## config.mk

```make
export PLATFORM = sky130hd
export DESIGN_NAME = exu_mem_top
export DESIGN_NICKNAME = d
export VERILOG_FILES = /design/src/exu_pkg.sv /design/src/exu_mem_top.sv /design/src/pipe_ctrl.sv /design/src/mem_stage.sv /design/src/exu_mem_seg_reg.sv /design/src/alu_exec.sv
export SDC_FILE = /design/constraint.sdc
export NUM_CORES = 2
export LEC_CHECK = 0
export BUFFER_PORTS_ARGS = -buffer_cell sky130_fd_sc_hd__buf_2
export CAP_MARGIN = 20
export CORE_AREA = 2 2 395 397
export CTS_CLUSTER_DIAMETER = 30
export DETAILED_ROUTE_END_ITERATION = 6
export DIE_AREA = 0 0 397 399
export HOLD_SLACK_MARGIN = 0.06
export PLACE_DENSITY_LB_ADDON = 0.1
export SLEW_MARGIN = 10
export SYNTH_ARGS = -nofsm -noshare
export SYNTH_HDL_FRONTEND = slang
export SYNTH_SLANG_ARGS = --single-unit
```

## constraint.sdc

```tcl
create_clock -name clk -period 4.8 [get_ports clk]
set_input_delay 0.24 -clock clk [delete_from_list [all_inputs] [get_ports clk]]
set_output_delay 0.24 -clock clk [all_outputs]
set_load 0.02 [all_outputs]
```

## src/exu_pkg.sv

```systemverilog
// ==================================================
// exu_pkg
// shared widths, opcodes and stage records for the
// execute / memory back end of the rv32 pipeline
// ==================================================

`default_nettype none

package exu_pkg;

        // ==================================================
        // sizes
        // ==================================================
        localparam int unsigned xlen       = 32;
        localparam int unsigned gpr_w      = 5;
        localparam int unsigned dmem_words = 64;
        localparam int unsigned dmem_aw    = $clog2(dmem_words);

        // pc of an empty pipeline slot
        localparam logic [xlen-1:0] pc_rst = 32'h8000_0000;

        // ==================================================
        // opcodes
        // ==================================================
        typedef enum logic [3:0] {
                alu_add    = 4'd0,
                alu_sub    = 4'd1,
                alu_and    = 4'd2,
                alu_or     = 4'd3,
                alu_xor    = 4'd4,
                alu_sll    = 4'd5,
                alu_srl    = 4'd6,
                alu_sra    = 4'd7,
                alu_slt    = 4'd8,
                alu_sltu   = 4'd9,
                alu_pass_b = 4'd10
        } alu_op_e;

        typedef enum logic [2:0] {
                mem_none = 3'd0,
                mem_lw   = 3'd1,
                mem_lbu  = 3'd2,
                mem_sw   = 3'd3,
                mem_sb   = 3'd4
        } mem_op_e;

        // ==================================================
        // stage records
        // ==================================================
        typedef struct packed {
                logic             commit;
                logic [xlen-1:0]  pc;
                logic [xlen-1:0]  src_a;
                logic [xlen-1:0]  src_b;
                logic [xlen-1:0]  imm;
                alu_op_e          alu_op;
                mem_op_e          mem_op;
                logic [gpr_w-1:0] rd;
                logic             write_gpr;
                logic             ebreak;
        } issue_t;

        typedef struct packed {
                logic             commit;
                logic [xlen-1:0]  pc;
                logic [xlen-1:0]  alu_out;
                logic [xlen-1:0]  store_data;
                logic [gpr_w-1:0] rd;
                logic             write_gpr;
                mem_op_e          mem_op;
                logic             system_halt;
        } ex_mem_t;

        typedef struct packed {
                logic             commit;
                logic [xlen-1:0]  pc;
                logic [gpr_w-1:0] rd;
                logic [xlen-1:0]  data;
                logic             write_gpr;
                logic             system_halt;
                logic             trap;
        } wb_t;

endpackage

`default_nettype wire
```

## src/exu_mem_top.sv

```systemverilog
// ==================================================
// exu_mem_top
// execute and memory back end of the rv32 pipeline
// ==================================================

`timescale 1ns/1ps
`default_nettype none

module exu_mem_top (
        input  logic            clk,
        input  logic            reset,
        input  logic            mem_wait,
        input  exu_pkg::issue_t issue,
        output exu_pkg::wb_t    wb,
        output logic            halted
);

        exu_pkg::ex_mem_t ex_out;
        exu_pkg::ex_mem_t mem_in;
        logic             stall_me;
        logic             flush_ex;
        logic             misalign;

        alu_exec i_alu_exec (
                .issue  (issue),
                .ex_out (ex_out)
        );

        exu_mem_seg_reg i_seg_reg (
                .clk      (clk),
                .reset    (reset),
                .stall_me (stall_me),
                .flush_ex (flush_ex),
                .ex_in    (ex_out),
                .mem_in   (mem_in)
        );

        mem_stage i_mem_stage (
                .clk      (clk),
                .reset    (reset),
                .stall_me (stall_me),
                .mem_in   (mem_in),
                .misalign (misalign),
                .wb       (wb)
        );

        pipe_ctrl i_pipe_ctrl (
                .clk      (clk),
                .reset    (reset),
                .mem_wait (mem_wait),
                .misalign (misalign),
                .wb       (wb),
                .stall_me (stall_me),
                .flush_ex (flush_ex),
                .halted   (halted)
        );

endmodule

`default_nettype wire

```

## src/pipe_ctrl.sv

```systemverilog
// ==================================================
// pipe_ctrl
// stall and flush for the memory segment, plus the
// sticky halted state
// ==================================================

`timescale 1ns/1ps
`default_nettype none

module pipe_ctrl (
        input  logic         clk,
        input  logic         reset,
        input  logic         mem_wait,
        input  logic         misalign,
        input  exu_pkg::wb_t wb,
        output logic         stall_me,
        output logic         flush_ex,
        output logic         halted
);

        assign stall_me = mem_wait;

        // squash the younger op behind a trapping access
        assign flush_ex = misalign & ~mem_wait;

        // set by a retiring ebreak, cleared only by reset
        always_ff @(posedge clk) begin
                if (reset) begin
                        halted <= 1'b0;
                end else if (wb.commit && wb.system_halt) begin
                        halted <= 1'b1;
                end
        end

        a_no_flush_in_stall: assert property (
                @(posedge clk) disable iff (reset)
                !(flush_ex && stall_me)
        ) else $error("pipe_ctrl: flush and stall high together");

endmodule

`default_nettype wire

```

## src/mem_stage.sv

```systemverilog
// ==================================================
// mem_stage
// data ram with byte lanes, misalignment check and
// the registered writeback record
// ==================================================

`timescale 1ns/1ps
`default_nettype none

module mem_stage (
        input  logic             clk,
        input  logic             reset,
        input  logic             stall_me,
        input  exu_pkg::ex_mem_t mem_in,
        output logic             misalign,
        output exu_pkg::wb_t     wb
);

        logic [exu_pkg::xlen-1:0]    dmem [exu_pkg::dmem_words];
        logic [exu_pkg::dmem_aw-1:0] word_idx;
        logic [1:0]                  byte_sel;
        logic                        is_word_op;
        logic                        is_store;
        logic                        is_load;
        logic                        dmem_we;
        logic [exu_pkg::xlen-1:0]    rd_word;
        logic [7:0]                  rd_byte;
        logic [exu_pkg::xlen-1:0]    load_data;

        // ==================================================
        // address decode
        // ==================================================
        assign word_idx = mem_in.alu_out[exu_pkg::dmem_aw+1:2];
        assign byte_sel = mem_in.alu_out[1:0];

        assign is_word_op = (mem_in.mem_op == exu_pkg::mem_lw) ||
                            (mem_in.mem_op == exu_pkg::mem_sw);
        assign is_store   = (mem_in.mem_op == exu_pkg::mem_sw) ||
                            (mem_in.mem_op == exu_pkg::mem_sb);
        assign is_load    = (mem_in.mem_op == exu_pkg::mem_lw) ||
                            (mem_in.mem_op == exu_pkg::mem_lbu);

        // word accesses need a word aligned address
        assign misalign = mem_in.commit & is_word_op & (byte_sel != 2'b00);

        assign dmem_we = mem_in.commit & is_store & ~stall_me & ~misalign;

        // ==================================================
        // data ram
        // ==================================================
        always_ff @(posedge clk) begin
                if (dmem_we) begin
                        if (mem_in.mem_op == exu_pkg::mem_sb) begin
                                // merge a single lane, keep the rest
                                dmem[word_idx][8*byte_sel +: 8] <= mem_in.store_data[7:0];
                        end else begin
                                dmem[word_idx] <= mem_in.store_data;
                        end
                end
        end

        assign rd_word   = dmem[word_idx];
        assign rd_byte   = rd_word[8*byte_sel +: 8];
        assign load_data = (mem_in.mem_op == exu_pkg::mem_lbu) ?
                           {{(exu_pkg::xlen-8){1'b0}}, rd_byte} : rd_word;

        // ==================================================
        // writeback record
        // ==================================================
        always_ff @(posedge clk) begin
                if (reset || stall_me) begin
                        // bubble
                        wb    <= '0;
                        wb.pc <= exu_pkg::pc_rst;
                end else begin
                        // a trapping op leaves as trap, not as commit
                        wb.commit      <= mem_in.commit & ~misalign;
                        wb.pc          <= mem_in.pc;
                        wb.rd          <= mem_in.rd;
                        wb.data        <= is_load ? load_data : mem_in.alu_out;
                        wb.write_gpr   <= mem_in.commit & mem_in.write_gpr & ~misalign;
                        wb.system_halt <= mem_in.commit & mem_in.system_halt;
                        wb.trap        <= misalign;
                end
        end

        a_trap_record: assert property (
                @(posedge clk) disable iff (reset)
                (misalign && !stall_me) |=> (wb.trap && !wb.write_gpr)
        ) else $error("mem_stage: misaligned access did not give a clean trap record");

        // the addressed word keeps its contents across a stall cycle
        a_no_write_stalled: assert property (
                @(posedge clk) disable iff (reset)
                stall_me |=> (dmem[$past(word_idx)] === $past(rd_word))
        ) else $error("mem_stage: ram written during stall");

endmodule

`default_nettype wire

```

## src/exu_mem_seg_reg.sv

```systemverilog
// ==================================================
// exu_mem_seg_reg
// execute to memory pipeline register, stall has
// priority over flush
// ==================================================

`timescale 1ns/1ps
`default_nettype none

module exu_mem_seg_reg (
        input  logic             clk,
        input  logic             reset,
        input  logic             stall_me,
        input  logic             flush_ex,
        input  exu_pkg::ex_mem_t ex_in,
        output exu_pkg::ex_mem_t mem_in
);

        logic load_empty;

        // a flush under stall is ignored
        assign load_empty = reset | (flush_ex & ~stall_me);

        always_ff @(posedge clk) begin
                if (load_empty) begin
                        // empty slot, only the pc is nonzero
                        mem_in    <= '0;
                        mem_in.pc <= exu_pkg::pc_rst;
                end else if (~stall_me) begin
                        mem_in <= ex_in;
                end
        end

        // slot must stay frozen for the whole stall
        a_hold_on_stall: assert property (
                @(posedge clk) disable iff (reset)
                stall_me |=> $stable(mem_in)
        ) else $error("exu_mem_seg_reg: slot changed while stalled");

endmodule

`default_nettype wire

```

## src/alu_exec.sv

```systemverilog
// ==================================================
// alu_exec
// execute stage: alu result, address generation
// and the halt flag raised by ebreak
// ==================================================

`timescale 1ns/1ps
`default_nettype none

module alu_exec (
        input  exu_pkg::issue_t  issue,
        output exu_pkg::ex_mem_t ex_out
);

        logic [4:0]               shamt;
        logic                     is_mem;
        logic                     lt_s;
        logic                     lt_u;
        logic [exu_pkg::xlen-1:0] alu_res;
        logic [exu_pkg::xlen-1:0] mem_addr;

        // only the low five bits count for rv32 shifts
        assign shamt  = issue.src_b[4:0];
        assign is_mem = (issue.mem_op != exu_pkg::mem_none);
        assign lt_s   = ($signed(issue.src_a) < $signed(issue.src_b));
        assign lt_u   = (issue.src_a < issue.src_b);

        // effective address for loads and stores
        assign mem_addr = issue.src_a + issue.imm;

        always_comb begin
                case (issue.alu_op)
                        exu_pkg::alu_add:    alu_res = issue.src_a + issue.src_b;
                        exu_pkg::alu_sub:    alu_res = issue.src_a - issue.src_b;
                        exu_pkg::alu_and:    alu_res = issue.src_a & issue.src_b;
                        exu_pkg::alu_or:     alu_res = issue.src_a | issue.src_b;
                        exu_pkg::alu_xor:    alu_res = issue.src_a ^ issue.src_b;
                        exu_pkg::alu_sll:    alu_res = issue.src_a << shamt;
                        exu_pkg::alu_srl:    alu_res = issue.src_a >> shamt;
                        exu_pkg::alu_sra:    alu_res = $signed(issue.src_a) >>> shamt;
                        exu_pkg::alu_slt:    alu_res = {{(exu_pkg::xlen-1){1'b0}}, lt_s};
                        exu_pkg::alu_sltu:   alu_res = {{(exu_pkg::xlen-1){1'b0}}, lt_u};
                        exu_pkg::alu_pass_b: alu_res = issue.src_b;
                        default:             alu_res = '0;
                endcase
        end

        // ==================================================
        // execute record
        // ==================================================
        always_comb begin
                ex_out.commit     = issue.commit;
                ex_out.pc         = issue.pc;
                ex_out.alu_out    = is_mem ? mem_addr : alu_res;
                ex_out.store_data = is_mem ? issue.src_b : '0;
                ex_out.rd         = issue.rd;
                ex_out.mem_op     = issue.mem_op;
                // ebreak retires without a register write
                ex_out.write_gpr   = issue.write_gpr & ~issue.ebreak;
                ex_out.system_halt = issue.ebreak;
        end

endmodule

`default_nettype wire

```

==> run_results.csv <==
group,metric,value,unit
status,outcome,"complete, but fails checks",
status,violations,"design-rule violations",
cts,clock_sinks,2235,
sta,drv_slew,0,
cts,tritoncts,"built",
floorplanning,rows,144,
global_route,grt_usage,45.5,%
detailed_routing,avgRoutedWirePerCell,40.8,microns
finish,area_growth,21.9,%
pwr,p_leak,34.8,nW
pwr,power_density,469,mW/mm^2
cts,numCtsBuffers,405,
worst_hold_path,holdCritStartpoint,"issue[6]",
critical_path,worstPathArrival,5130,ps
pwr,ir_drop,0.000572,V
sta,timing.final.crit_period,4300,ps
floorplanning,pin_count,220,
critical_path,cp-startpoint,"issue[56]",
logic_synthesis,synth_nets,5836,
finish,fin_nets,6625,
detailed_routing,drtIter0Drc,11400,
global_route,antenna_found_initial,35,
sta,worst_pin_slew,1300,ps
placed_design,dp_cells,7846,
cts,post-cts-setup-buffer-count,0,
logic_synthesis,seq_area_frac_synth,67.7,%
job,maxCapViolCount,0,
critical_path,worstSetupStartpointType,"input pin",
critical_path,required,5630,ps
logic_synthesis,synth_area_per_cell,17.4,sq um
logic_synthesis,synthDistinctLibCells,82,
floorplanning,die-area,0.158,sq mm
sta,setup_viol,0,
cts,cts-root-buf,"clkbuf_16",
floorplanning,die_h,399,microns
floorplanning,dieWidth,397,microns
worst_hold_path,hold_class,"in2reg",
logic_synthesis,ys_dominant_reg_cell,"edfxtp_1",
detailed_routing,routed_via_density,7.29,
floorplanning,start_util,62.7,%
sta,fmax,233,MHz
sta,finalSetupTns,0,ps
cts,clk_pin_slew,50,ps
floorplanning,coreArea,0.154,sq mm
finish,stdcell_count,8746,
critical_path,critical-path-max-stage-delay,660,ps
detailed_routing,wl,357000,microns
finish,final_common_cell,"edfxtp_1",
placed_design,post-place-ws,581,ps
critical_path,worstSetupEndpointType,"flop",
finish,fin_util,76.4,%
cts,hold_buffers,124,
finish,nFillCells,7892,
sta,hold_violations,0,
cts,clock_latency,1000,ps
cts,cts_max_level,5,
cts,cts_resized,0,
global_route,grt_pass1_vias,63300,
logic_synthesis,synthArstFlopShare,0,%
critical_path,crit_path_max_fanout,10,
critical_path,crit_family,"compound AO/OA/AOI/OAI gates",
global_route,grt_pass1_wl,497000,microns
critical_path,worst-setup-path-type,"in2reg",
sta,post-route-period-util,89.5,%
placed_design,place.gp.congestion,1.10,
sta,rsz0062_at_grt,"no",
logic_synthesis,synth_edf_count,2048,
critical_path,cp_num_buf_inv,4,
placed_design,dp_hpwl,203000,microns
detailed_routing,drtPass1Iterations,7,
detailed_routing,vias,63700,
cts,cts_buffer_depth,4,
detailed_routing,route.detailed.drc,43,
critical_path,path_cells,"dlygate4sd3_1 > buf_2 > inv_1 > ha_1 > nor4_1 > nand4bb_1 > a2111oi_2 > nor4_4 > a2111oi_2 > o31ai_1 > mux2i_1 > nor2_1 > o21ai_0 > a31oi_1 > dlygate4sd3_1",
sta,fin_worst_skew,99.3,ps
global_route,grt_max_degree,79,
sta,setup_ws,504,ps
logic_synthesis,synthCells,5547,
logic_synthesis,synth_area,0.0963,sq mm
logic_synthesis,synth_seq_cells,2235,
detailed_routing,final_antenna_net_count,0,
placed_design,numPortBuffers,219,
critical_path,slowest_stage,"a2111oi_2",
finish,drive_above_1_share,31.2,%
sta,max_slew_margin,13.2,%
finish,final_cell_mix,"edfxtp_1, mux4_2, nor2_1",
logic_synthesis,yosysWarnings,0,
global_route,overflow,0,
## metal layers
layer  vias up  GRT usage, %  part of all wire (%)
met5         -          1.09                 0.049
met4        28          32.2                   8.9
li1      24200             -                     -
met1     32000          56.4                    33
met3      1484          13.7                    13
met2      6000          69.2                    46
## cell type report
class | count | area [sq um] | area share (%)
Timing Repair Buffer | 733 | 5780 | 4.92
Clock inverter | 285 | 3470 | 2.96
Inverter | 104 | 390 | 0.332
Multi-Input combinational cell | 2857 | 29400 | 25.0
Clock buffer | 450 | 10500 | 8.95
Tap cell | 2044 | 2560 | 2.18
Sequential cell | 2235 | 65300 | 55.6
Antenna cell | 38 | 95.1 | 0.0810
## report_power, final
part / internal [mW] / switching [mW]
combinational: 1.38 / 2.36
sequential: 21.2 / 0.161
clock: 19.4 / 10.7
## per-stage QoR
| stage | area [sq um] | power [mW] | hold slack [ps] |
|---|---|---|---|
| after global routing | 117000 | 55.9 | 82.9 |
| after CTS | 117000 | 54.7 | 66.4 |
| after detailed placement | 102000 | 25.1 | 426 |
| after global placement | 102000 | 25.1 | 421 |
| after floorplan | 96300 | 23.8 | 312 |
| final | 117000 | 55.1 | 72.3 |
## path summary, 6_finish.rpt
check                                             to  depth (start not counted)  slack (ps)
worst min-delay path             i_seg_reg.mem_in[9]                          4          70
worst min register to register    i_mem_stage.wb[39]                          1         450
worst max-delay path            i_seg_reg.mem_in[73]                         15         500
worst max register to register     i_mem_stage.wb[7]                          9         730
## cells in the mapped netlist, types with 8 or more instances
cell type	instances	share of area [%]
o221ai_1	9	0.082
xor2_1	13	0.12
a211oi_1	34	0.26
a221o_1	10	0.10
o21a_1	11	0.086
a21o_1	31	0.24
or2_2	10	0.065
mux4_2	716	17
or3_1	17	0.11
and2_1	48	0.31
dfxtp_1	187	3.9
nand4_1	16	0.10
edfxtp_1	2048	64
ha_1	140	1.8
nor4_1	11	0.071
inv_1	99	0.39
a221oi_1	34	0.31
nand3_1	43	0.22
mux2i_1	94	0.98
a22o_1	32	0.29
o21bai_1	19	0.15
clkbuf_1	219	0.85
nor2_1	556	2.2
o21ai_0	130	0.68
a21oi_1	215	1.1
o22ai_1	24	0.16
xnor2_1	22	0.20
nand2b_1	14	0.091
o32ai_1	8	0.073
buf_1	39	0.15
nor2b_1	26	0.17
buf_2	72	0.37
nor3_1	81	0.42
o211ai_1	28	0.22
a22oi_1	54	0.42
nor3b_1	12	0.094
nand2_1	237	0.92
o31ai_1	18	0.14
buf_4	18	0.14
mux2_2	13	0.15
a211o_1	8	0.073
a31oi_1	22	0.14
## state kept, by name, summed over array words and instances (netlist names), named ones only
name                flops
i_pipe_ctrl.halted      1
i_mem_stage.wb         73
i_seg_reg.mem_in      107
i_mem_stage.dmem     2048
## tightest hold or removal path, delay by kind of cell
kind | cells | cell delay (ps)
muxes | 1 | 50
buffers and inverters | 2 | 620
and+or+nand+nor | 1 | 80
## logic make-up after synthesis
family	count (synthesis)	synth area share [%]
AND/OR/NAND/NOR	1102	5.03
flip-flops	2235	67.7
XOR/XNOR	35	0.318
adder cells (fa/ha/maj)	143	1.88
buffers and inverters	455	1.96
multiplexers	823	17.9
AO/OA/AOI/OAI	754	5.21
No activity file was read; power rests on OpenSTA's default activity.
